--- config.mk ---
export PLATFORM = sky130hd
export DESIGN_NAME = bypass_top
export DESIGN_NICKNAME = d
export VERILOG_FILES = /design/src/verilog/bypass_pkg.sv /design/src/verilog/bypass_regs.sv /design/src/verilog/pkt_drop.sv /design/src/verilog/pkt_fifo.sv /design/src/verilog/bypass_path.sv /design/src/verilog/path_switch_mux.sv /design/src/verilog/bypass_top.sv
export SDC_FILE = /design/constraint.sdc
export NUM_CORES = 2
export LEC_CHECK = 0
export BUFFER_PORTS_ARGS = -buffer_cell sky130_fd_sc_hd__buf_2
export CAP_MARGIN = 20
export CORE_AREA = 2 2 443 445
export CTS_CLUSTER_SIZE = 40
export DETAILED_ROUTE_END_ITERATION = 10
export DIE_AREA = 0 0 445 447
export PLACE_DENSITY_LB_ADDON = 0.12
export SETUP_SLACK_MARGIN = 0.2
export SLEW_MARGIN = 20
export SYNTH_ARGS = -nofsm -noshare
export SYNTH_HDL_FRONTEND = slang
export SYNTH_SLANG_ARGS = --single-unit
export TNS_END_PERCENT = 5
--- constraint.sdc ---
create_clock -name core_clk -period 10.69 [get_ports core_clk]
set_input_delay 3.207 -clock core_clk [delete_from_list [all_inputs] [get_ports core_clk]]
set_output_delay 3.207 -clock core_clk [all_outputs]
set_load 0.01 [all_outputs]
--- src/verilog/bypass_pkg.sv ---
package bypass_pkg;

    // ------------------------------------------------------------
    // ports and stream beat.
    // ------------------------------------------------------------
    localparam int num_ports = 2;

    typedef logic [1:0] port_t;

    // tdest code that marks a packet for discard.
    localparam port_t port_drop = 2'd3;

    localparam int fifo_depth = 16;
    localparam int fifo_aw = $clog2(fifo_depth);

    typedef struct packed {
        logic [63:0] tdata;
        logic [7:0]  tkeep;
        logic        tlast;
        port_t       tid;
        port_t       tdest;
    } axis_beat_t;

    // ------------------------------------------------------------
    // register map.
    // ------------------------------------------------------------
    localparam int reg_addr_w = 5;
    localparam int reg_data_w = 32;
    localparam logic [1:0] resp_okay = 2'b00;

    typedef enum logic [reg_addr_w-1:0] {
        reg_config = 5'h00,
        reg_drop0  = 5'h04,
        reg_drop1  = 5'h08,
        reg_loop0  = 5'h0c,
        reg_loop1  = 5'h10
    } reg_addr_e;

    // bit 1 drop_pkt_loop, bit 0 switch_paths.
    typedef struct packed {
        logic drop_pkt_loop;
        logic switch_paths;
    } bypass_cfg_t;

    typedef enum logic [1:0] {drop_idle, drop_pass, drop_discard} drop_state_e;
    typedef enum logic {mux_idle, mux_busy} mux_state_e;

endpackage

--- src/verilog/bypass_regs.sv ---
`timescale 1ns/100ps

module bypass_regs import bypass_pkg::*; (
    input  logic                  core_clk,
    input  logic                  rst,

    input  logic [reg_addr_w-1:0] awaddr,
    input  logic                  awvalid,
    output logic                  awready,
    input  logic [reg_data_w-1:0] wdata,
    input  logic [3:0]            wstrb,
    input  logic                  wvalid,
    output logic                  wready,
    output logic [1:0]            bresp,
    output logic                  bvalid,
    input  logic                  bready,
    input  logic [reg_addr_w-1:0] araddr,
    input  logic                  arvalid,
    output logic                  arready,
    output logic [reg_data_w-1:0] rdata,
    output logic [1:0]            rresp,
    output logic                  rvalid,
    input  logic                  rready,

    input  logic [num_ports-1:0]  drop_evt,
    input  logic [num_ports-1:0]  loop_evt,
    output bypass_cfg_t           cfg
);

    logic                  aw_held;
    logic                  w_held;
    logic [reg_addr_w-1:0] aw_addr_q;
    logic [reg_data_w-1:0] w_data_q;
    logic [3:0]            w_strb_q;
    logic                  do_write;
    logic [reg_data_w-1:0] rd_val;
    logic [31:0]           drop_cnt [num_ports];
    logic [31:0]           loop_cnt [num_ports];

    // ------------------------------------------------------------
    // write channel.
    // ------------------------------------------------------------
    assign awready  = !aw_held;
    assign wready   = !w_held;
    assign bresp    = resp_okay;
    assign do_write = aw_held && w_held && !bvalid;

    always_ff @(posedge core_clk) begin
        if (rst) begin
            aw_held <= 1'b0;
            w_held  <= 1'b0;
            bvalid  <= 1'b0;
            cfg     <= '0;
        end else begin
            if (awvalid && awready) begin
                aw_held   <= 1'b1;
                aw_addr_q <= awaddr;
            end
            if (wvalid && wready) begin
                w_held   <= 1'b1;
                w_data_q <= wdata;
                w_strb_q <= wstrb;
            end
            if (bvalid && bready) begin
                bvalid <= 1'b0;
            end
            // only the config register is writable.
            if (do_write) begin
                aw_held <= 1'b0;
                w_held  <= 1'b0;
                bvalid  <= 1'b1;
                if (aw_addr_q == reg_config && w_strb_q[0]) begin
                    cfg <= bypass_cfg_t'(w_data_q[1:0]);
                end
            end
        end
    end

    // ------------------------------------------------------------
    // read channel.
    // ------------------------------------------------------------
    always_comb begin
        case (araddr)
            reg_config: rd_val = {30'd0, cfg};
            reg_drop0:  rd_val = drop_cnt[0];
            reg_drop1:  rd_val = drop_cnt[1];
            reg_loop0:  rd_val = loop_cnt[0];
            reg_loop1:  rd_val = loop_cnt[1];
            default:    rd_val = '0;
        endcase
    end

    assign rresp = resp_okay;

    // arready comes one cycle after arvalid, rvalid one cycle after that.
    always_ff @(posedge core_clk) begin
        if (rst) begin
            arready <= 1'b0;
            rvalid  <= 1'b0;
        end else begin
            arready <= arvalid && !arready && !rvalid;
            if (arvalid && arready) begin
                rvalid <= 1'b1;
                rdata  <= rd_val;
            end else if (rvalid && rready) begin
                rvalid <= 1'b0;
            end
        end
    end

    // saturating drop counters.
    always_ff @(posedge core_clk) begin
        if (rst) begin
            for (int i = 0; i < num_ports; i++) begin
                drop_cnt[i] <= '0;
                loop_cnt[i] <= '0;
            end
        end else begin
            for (int i = 0; i < num_ports; i++) begin
                if (drop_evt[i] && drop_cnt[i] != '1) drop_cnt[i] <= drop_cnt[i] + 1'b1;
                if (loop_evt[i] && loop_cnt[i] != '1) loop_cnt[i] <= loop_cnt[i] + 1'b1;
            end
        end
    end

    a_bvalid_after_pair: assert property (@(posedge core_clk) disable iff (rst)
        $rose(bvalid) |-> $past(aw_held && w_held));

endmodule

--- src/verilog/pkt_drop.sv ---
`timescale 1ns/100ps

module pkt_drop import bypass_pkg::*; (
    input  logic       core_clk,
    input  logic       rst,

    input  axis_beat_t in_beat,
    input  logic       in_valid,
    output logic       in_ready,

    input  logic       drop_pkt,

    output axis_beat_t out_beat,
    output logic       out_valid,
    input  logic       out_ready,

    output logic       drop_evt
);

    drop_state_e state;
    logic        discard_now;
    logic        in_xfer;

    // drop_pkt only counts while waiting on a first beat.
    always_comb begin
        case (state)
            drop_idle:    discard_now = drop_pkt;
            drop_discard: discard_now = 1'b1;
            default:      discard_now = 1'b0;
        endcase
    end

    // discarded beats are swallowed at full rate.
    assign in_ready  = discard_now ? 1'b1 : out_ready;
    assign out_valid = in_valid && !discard_now;
    assign out_beat  = in_beat;
    assign in_xfer   = in_valid && in_ready;

    // one pulse per discarded packet, on its first beat.
    assign drop_evt = in_valid && drop_pkt && (state == drop_idle);

    always_ff @(posedge core_clk) begin
        if (rst) begin
            state <= drop_idle;
        end else if (in_xfer) begin
            if (in_beat.tlast) begin
                state <= drop_idle;
            end else if (state == drop_idle) begin
                state <= drop_pkt ? drop_discard : drop_pass;
            end
        end
    end

endmodule

--- src/verilog/pkt_fifo.sv ---
`timescale 1ns/100ps

module pkt_fifo import bypass_pkg::*; (
    input  logic       core_clk,
    input  logic       rst,

    input  axis_beat_t in_beat,
    input  logic       in_valid,
    output logic       in_ready,

    output axis_beat_t out_beat,
    output logic       out_valid,
    input  logic       out_ready
);

    axis_beat_t         mem [fifo_depth];
    logic [fifo_aw-1:0] wr_ptr;
    logic [fifo_aw-1:0] rd_ptr;
    logic [fifo_aw:0]   count;
    logic               wr_en;
    logic               rd_en;

    assign in_ready  = (count != fifo_depth);
    assign out_valid = (count != 0);
    assign out_beat  = mem[rd_ptr];

    assign wr_en = in_valid && in_ready;
    assign rd_en = out_valid && out_ready;

    always_ff @(posedge core_clk) begin
        if (wr_en) begin
            mem[wr_ptr] <= in_beat;
        end
    end

    // pointers wrap naturally at the power-of-two depth.
    always_ff @(posedge core_clk) begin
        if (rst) begin
            wr_ptr <= '0;
            rd_ptr <= '0;
            count  <= '0;
        end else begin
            if (wr_en) wr_ptr <= wr_ptr + 1'b1;
            if (rd_en) rd_ptr <= rd_ptr + 1'b1;
            case ({wr_en, rd_en})
                2'b10:   count <= count + 1'b1;
                2'b01:   count <= count - 1'b1;
                default: count <= count;
            endcase
        end
    end

    // a write must never land on the oldest unread word.
    a_no_write_full: assert property (@(posedge core_clk) disable iff (rst)
        wr_en |-> !(wr_ptr == rd_ptr && count != 0));

endmodule

--- src/verilog/bypass_path.sv ---
`timescale 1ns/100ps

module bypass_path import bypass_pkg::*; (
    input  logic        core_clk,
    input  logic        rst,
    input  bypass_cfg_t cfg,

    input  axis_beat_t  in_beat,
    input  logic        in_valid,
    output logic        in_ready,

    output axis_beat_t  own_beat,
    output logic        own_valid,
    input  logic        own_ready,

    output axis_beat_t  cross_beat,
    output logic        cross_valid,
    input  logic        cross_ready,

    output logic        drop_evt,
    output logic        loop_evt
);

    axis_beat_t code_beat, fifo_beat, rw_beat, filt_beat;
    logic       code_valid, code_ready;
    logic       fifo_valid, fifo_ready;
    logic       filt_valid, filt_ready;
    logic       code_drop, loop_drop;
    logic       sel_held, sel_q, sel;

    // ------------------------------------------------------------
    // DROP code filter and buffer.
    // ------------------------------------------------------------
    assign code_drop = (in_beat.tdest == port_drop);

    pkt_drop u_code_drop (
        .core_clk, .rst,
        .in_beat   (in_beat),    .in_valid  (in_valid),   .in_ready  (in_ready),
        .drop_pkt  (code_drop),
        .out_beat  (code_beat),  .out_valid (code_valid), .out_ready (code_ready),
        .drop_evt  (drop_evt)
    );

    pkt_fifo u_fifo (
        .core_clk, .rst,
        .in_beat   (code_beat),  .in_valid  (code_valid), .in_ready  (code_ready),
        .out_beat  (fifo_beat),  .out_valid (fifo_valid), .out_ready (fifo_ready)
    );

    // ------------------------------------------------------------
    // loop check on the incoming tdest, then rewrite tdest to tid.
    // ------------------------------------------------------------
    assign loop_drop = cfg.drop_pkt_loop && (fifo_beat.tdest == fifo_beat.tid);

    always_comb begin
        rw_beat       = fifo_beat;
        rw_beat.tdest = fifo_beat.tid;
    end

    pkt_drop u_loop_drop (
        .core_clk, .rst,
        .in_beat   (rw_beat),    .in_valid  (fifo_valid), .in_ready  (fifo_ready),
        .drop_pkt  (loop_drop),
        .out_beat  (filt_beat),  .out_valid (filt_valid), .out_ready (filt_ready),
        .drop_evt  (loop_evt)
    );

    // select is taken when a first beat shows up and held to tlast.
    always_ff @(posedge core_clk) begin
        if (rst) begin
            sel_held <= 1'b0;
        end else if (filt_valid && filt_ready && filt_beat.tlast) begin
            sel_held <= 1'b0;
        end else if (filt_valid && !sel_held) begin
            sel_held <= 1'b1;
            sel_q    <= cfg.switch_paths;
        end
    end

    assign sel = sel_held ? sel_q : cfg.switch_paths;

    assign own_beat    = filt_beat;
    assign cross_beat  = filt_beat;
    assign own_valid   = filt_valid && !sel;
    assign cross_valid = filt_valid && sel;
    assign filt_ready  = sel ? cross_ready : own_ready;

endmodule

--- src/verilog/path_switch_mux.sv ---
`timescale 1ns/100ps

module path_switch_mux import bypass_pkg::*; (
    input  logic       core_clk,
    input  logic       rst,

    input  axis_beat_t in_beat  [2],
    input  logic       in_valid [2],
    output logic       in_ready [2],

    output axis_beat_t out_beat,
    output logic       out_valid,
    input  logic       out_ready
);

    mux_state_e state;
    logic       grant;
    logic       last_q;
    logic       pick;
    logic       cur;

    // round robin so the input not served last wins a tie.
    assign pick = (in_valid[0] && in_valid[1]) ? !last_q : in_valid[1];
    assign cur  = (state == mux_busy) ? grant : pick;

    assign out_beat  = in_beat[cur];
    assign out_valid = in_valid[cur];

    for (genvar i = 0; i < 2; i++) begin : g_ready
        assign in_ready[i] = out_ready && (cur == i);
    end

    // lock as soon as a beat is offered so out_beat cannot change while it waits.
    always_ff @(posedge core_clk) begin
        if (rst) begin
            state  <= mux_idle;
            grant  <= 1'b0;
            last_q <= 1'b0;
        end else if (out_valid) begin
            if (out_ready && out_beat.tlast) begin
                state  <= mux_idle;
                last_q <= cur;
            end else begin
                state <= mux_busy;
                grant <= cur;
            end
        end
    end

    a_out_stable: assert property (@(posedge core_clk) disable iff (rst)
        out_valid && !out_ready |=> out_valid && $stable(out_beat));

endmodule

--- src/verilog/bypass_top.sv ---
`timescale 1ns/100ps

module bypass_top import bypass_pkg::*; (
    input  logic                  core_clk,
    input  logic                  rst,

    input  axis_beat_t            in_beat   [num_ports],
    input  logic                  in_valid  [num_ports],
    output logic                  in_ready  [num_ports],
    output axis_beat_t            out_beat  [num_ports],
    output logic                  out_valid [num_ports],
    input  logic                  out_ready [num_ports],

    input  logic [reg_addr_w-1:0] awaddr,
    input  logic                  awvalid,
    output logic                  awready,
    input  logic [reg_data_w-1:0] wdata,
    input  logic [3:0]            wstrb,
    input  logic                  wvalid,
    output logic                  wready,
    output logic [1:0]            bresp,
    output logic                  bvalid,
    input  logic                  bready,
    input  logic [reg_addr_w-1:0] araddr,
    input  logic                  arvalid,
    output logic                  arready,
    output logic [reg_data_w-1:0] rdata,
    output logic [1:0]            rresp,
    output logic                  rvalid,
    input  logic                  rready
);

    bypass_cfg_t          cfg;
    logic [num_ports-1:0] drop_evt, loop_evt;
    axis_beat_t           own_beat [num_ports], cross_beat [num_ports];
    logic                 own_valid [num_ports], cross_valid [num_ports];
    logic                 own_ready [num_ports], cross_ready [num_ports];
    axis_beat_t           mux_beat  [num_ports][2];
    logic                 mux_valid [num_ports][2];
    logic                 mux_ready [num_ports][2];

    // ------------------------------------------------------------
    // path i own goes to mux i input 0, cross goes to mux 1-i input 1.
    // ------------------------------------------------------------
    for (genvar i = 0; i < num_ports; i++) begin : g_port
        bypass_path u_path (
            .core_clk, .rst, .cfg,
            .in_beat     (in_beat[i]),     .in_valid    (in_valid[i]),
            .in_ready    (in_ready[i]),
            .own_beat    (own_beat[i]),    .own_valid   (own_valid[i]),
            .own_ready   (own_ready[i]),
            .cross_beat  (cross_beat[i]),  .cross_valid (cross_valid[i]),
            .cross_ready (cross_ready[i]),
            .drop_evt    (drop_evt[i]),    .loop_evt    (loop_evt[i])
        );

        assign mux_beat[i][0]        = own_beat[i];
        assign mux_valid[i][0]       = own_valid[i];
        assign own_ready[i]          = mux_ready[i][0];
        assign mux_beat[i][1]        = cross_beat[1-i];
        assign mux_valid[i][1]       = cross_valid[1-i];
        assign cross_ready[1-i]      = mux_ready[i][1];

        path_switch_mux u_mux (
            .core_clk, .rst,
            .in_beat   (mux_beat[i]),  .in_valid  (mux_valid[i]), .in_ready  (mux_ready[i]),
            .out_beat  (out_beat[i]),  .out_valid (out_valid[i]), .out_ready (out_ready[i])
        );
    end

    bypass_regs u_regs (
        .core_clk, .rst,
        .awaddr, .awvalid, .awready, .wdata, .wstrb, .wvalid, .wready,
        .bresp, .bvalid, .bready,
        .araddr, .arvalid, .arready, .rdata, .rresp, .rvalid, .rready,
        .drop_evt, .loop_evt, .cfg
    );

endmodule

==> metrics.cfg <==
[logic_synthesis]
netlist.area_leader.share=0.7441
ys_top_cells_by_area=edfxtp_1 74%, mux4_2 16%, mux2_2 1.5%, dfxtp_1 1.1%, xor2_1 0.82%
synth_edf_count=2634
synthesis.area_um2=106300
yosys_warnings=0
ys_ff_latch=2691
synth.avg_cell_area_um2=22.22
async_set_or_reset_flop_fraction_in_the_synthesized_netlist=0
yosys.cell_types.count=76
number_of_standard_cells_after_synthesis=4784
synthFlopType=edfxtp_1
post_synthesis_sequential_area_ratio=0.7548
synth_top_area_cell=edfxtp_1

[sta]
total_negative_slack_ns=0
max_transition_margin=0.2031
timing.final.crit_period_ns=9.154
setup-violations-final=0
final.period_utilization=0.8563
worst-slew-pin-transition_ns=1.195
final.setup_skew_ns=0.05697
fmaxAchievable_mhz=109.2
hold_violations=0
grt_setup_unrepaired=no
report.final.slew_viol_count=0

[critical_path]
crit_arrival_ns=5.95
ff2ff_path_depth=19
critical_path.max_stage_delay_ns=0.95
timing.critical_path.cells=buf_4, mux4_2, nand3_1, nand3_1, xnor2_1, o2111ai_2, a21boi_2, o21a_4, buf_4, mux2_2, buf_2
cp_slowest_cell=dfxtp_4
worst_ep_required_time_ns=7.48
worstSetupEndpointType=output pin
worstSetupPathType=flop to output pin
critPathMaxFanout=54
worstSetupStartpointType=flop

[finish]
post_route_cells_drive_above_1_share=0.3365
highest_count_cells_in_the_layout_ignoring_fill_and_taps=2,634 x edfxtp_1, 759 x mux4_2, 372 x buf_2
filler_cell_count=13350
layout.core_utilization=0.6189
areaGrowthSynthToFinish_pct=13.06
layout_commonest_cell=edfxtp_1
finalNetCount=5534

[clock_network]
clk_pin_slew_worst_paths_ns=0.06
clock_tree.htree_level_count=5
clockRootBuffer=clkbuf_16
cts_setup_buffers=0
post_cts_resized=0
clock_tree.buffer_depth=4
clk-insertion-delay-late_ns=0.92
sinks_on_clock_net=2691
cts_hold_buffers=0
tritoncts.num_buffers=291
cts_tree=built

[floorplan]
die_x_um=445
die_y_extent_um=447
floorplan.core_area_um2=194200
initial_utilization=0.5474
core.rowCount=162
floorplan.die_area_um2=198900
num_io_pins=410

[run]
max-cap-violations=0

[detailed_routing]
detail-route-antenna-nets=0
drcViolationCount=0
drt-vias-per-instance=6.283
drtIter0Drc=4934
routed_wire_length_per_instance_um=30.98
via_count=50640
postRouteWirelength_um=249700
detailedRoute.firstPassIterationCount=8

[worst_hold_path]
worst_hold_startpoint=u_regs.rvalid
min_path_cells=1
timing.hold.worst.class=flop to flop

[power_and_ir_drop]
sequentialPowerShare=0.456
power_density_nw_per_um2=219.9
pwr-share-comb=0.188
power.share.switching=0.2516
ir_worst_vdd_mv=0.2119
power_leakage_nw=37.27
p_sw_mw=6.651
power.clock.fraction=0.356
power.internal_mw=19.78

[global_routing]
grt_pass1_wl_um=358800
via_count_of_the_first_global_routing_pass=50610
grt_antenna_before_repair=64
globalRoute.totalOverflow=0
grt_max_degree=151
grt.total_usage=0.2526

[placement]
gp_congestion=0.7956
dp_hpwl_um=137700
port_buffers=372

[outcome]
outcome=complete, no violations

flip-flops by register name, summed over array words and instances, names as in the netlist, 4 cells and up, named ones only:
| register | cells |
|---|---|
| g_port.u_path.u_fifo.mem | 2464 |
| g_port.u_path.u_fifo.count | 10 |
| g_port.u_path.u_code_drop.state | 4 |
| g_port.u_path.u_fifo.wr_ptr | 8 |
| u_regs.aw_addr_q | 5 |
| g_port.u_path.u_loop_drop.state | 4 |
| u_regs.drop_cnt | 64 |
| u_regs.loop_cnt | 64 |
| g_port.u_path.u_fifo.rd_ptr | 8 |
| u_regs.rdata | 32 |
logic make-up (layout without fill, tap and decap cells):
| group | after synthesis | after routing | synth area share |
|---|---|---|---|
| DFF | 2691 | 2691 | 0.7548 |
| buffers and inverters | 275 | 997 | 0.01202 |
| muxes | 934 | 934 | 0.1796 |
| xor gates and xnor gates | 142 | 142 | 0.01177 |
| adders and majority gates | 22 | 22 | 0.002590 |
| and+or+nand+nor | 588 | 588 | 0.02942 |
| other | 1 | 13 | 0.00003528 |
| AOI/OAI and AO/OA | 131 | 131 | 0.009711 |
worst paths after layout:
path / slack, ns / endpoint
setup / recovery: 1.54 / out_beat[95]
hold / removal: 0.45 / u_regs.arready
setup reg to reg: 4.34 / g_port[0].u_path.u_fifo.count[4]
hold reg to reg: 0.45 / u_regs.arready
per-stage QoR:
stage                     power [mW]  cells  worst slack, ns  instance area [µm²]  hold WS [ns]
after global placement         17.29   7548            2.412               111300        0.4387
after detailed placement       17.33   7549            2.371               111300        0.4507
after CTS                      26.72   8050            1.379               120100        0.4584
after global routing           27.35   8053            1.180               120200        0.4727
final                          26.43   8060            1.536               120200        0.4498
after floorplan                15.67   4787           0.8612               106300        0.4350
area by class of cell:
type                            instances  area (µm²)  share of cell area
Sequential cell                      2691       80270              0.6679
Antenna cell                            9       22.52           0.0001874
Timing Repair Buffer                  471        2768             0.02303
Tap cell                             2542        3181             0.02647
Clock buffer                          389        7840             0.06524
Inverter                               25       93.84           0.0007809
Clock inverter                        112       972.2            0.008090
Multi-Input combinational cell       1821       25030              0.2083
Yosys cell counts, types with 6 or more instances:
cell and count:
ha_1 22, a211oi_1 6, buf_4 15, a21oi_1 28, nor4_1 7, nand2_1 156, and3_1 30, mux2_2 141
a22oi_1 6, nor3_1 20, xnor2_1 42, buf_2 23, inv_1 25, nand3_1 59, o21ai_0 14, dfxtp_1 57
mux2_1 13, mux4_2 759, xor2_1 99, buf_12 8, clkbuf_1 148, edfxtp_1 2634, or3_1 7, nor2_4 58
a222oi_1 32, nand2b_1 7, mux2i_1 17, and4_1 12, buf_1 52, nand4_1 22, nor2b_1 21, nor2_1 166
layer usage:
| layer | vias to the layer above | share of wire | global-route usage |
|---|---|---|---|
| li1 | 21120 | - | - |
| met1 | 27330 | 0.41 | 0.3550 |
| met2 | 1711 | 0.50 | 0.4144 |
| met3 | 446 | 0.063 | 0.04184 |
| met4 | 26 | 0.029 | 0.07285 |
| met5 | - | 0.00062 | 0 |
power groups by stage:
| stage | combinational, mW | clock, mW | sequential, mW |
|---|---|---|---|
| CTS | 5.07 | 9.59 | 12.1 |
| global route | 5.30 | 9.97 | 12.1 |
| detailed placement | 5.05 | 0 | 12.3 |
| floorplan | 3.48 | 0 | 12.2 |
| finish | 4.96 | 9.42 | 12.1 |
| global placement | 5.03 | 0 | 12.3 |
critical path: cells and delay by family (launching register included):
kind	cells	cell delay [ns]
flip-flops	1	0.95
AND/OR/NAND/NOR	2	0.22
XOR/XNOR	1	0.19
multiplexers	2	0.80
AO/OA/AOI/OAI	3	1.52
buffers and inverters	3	1.29
Power figures use the tool's default switching activity.
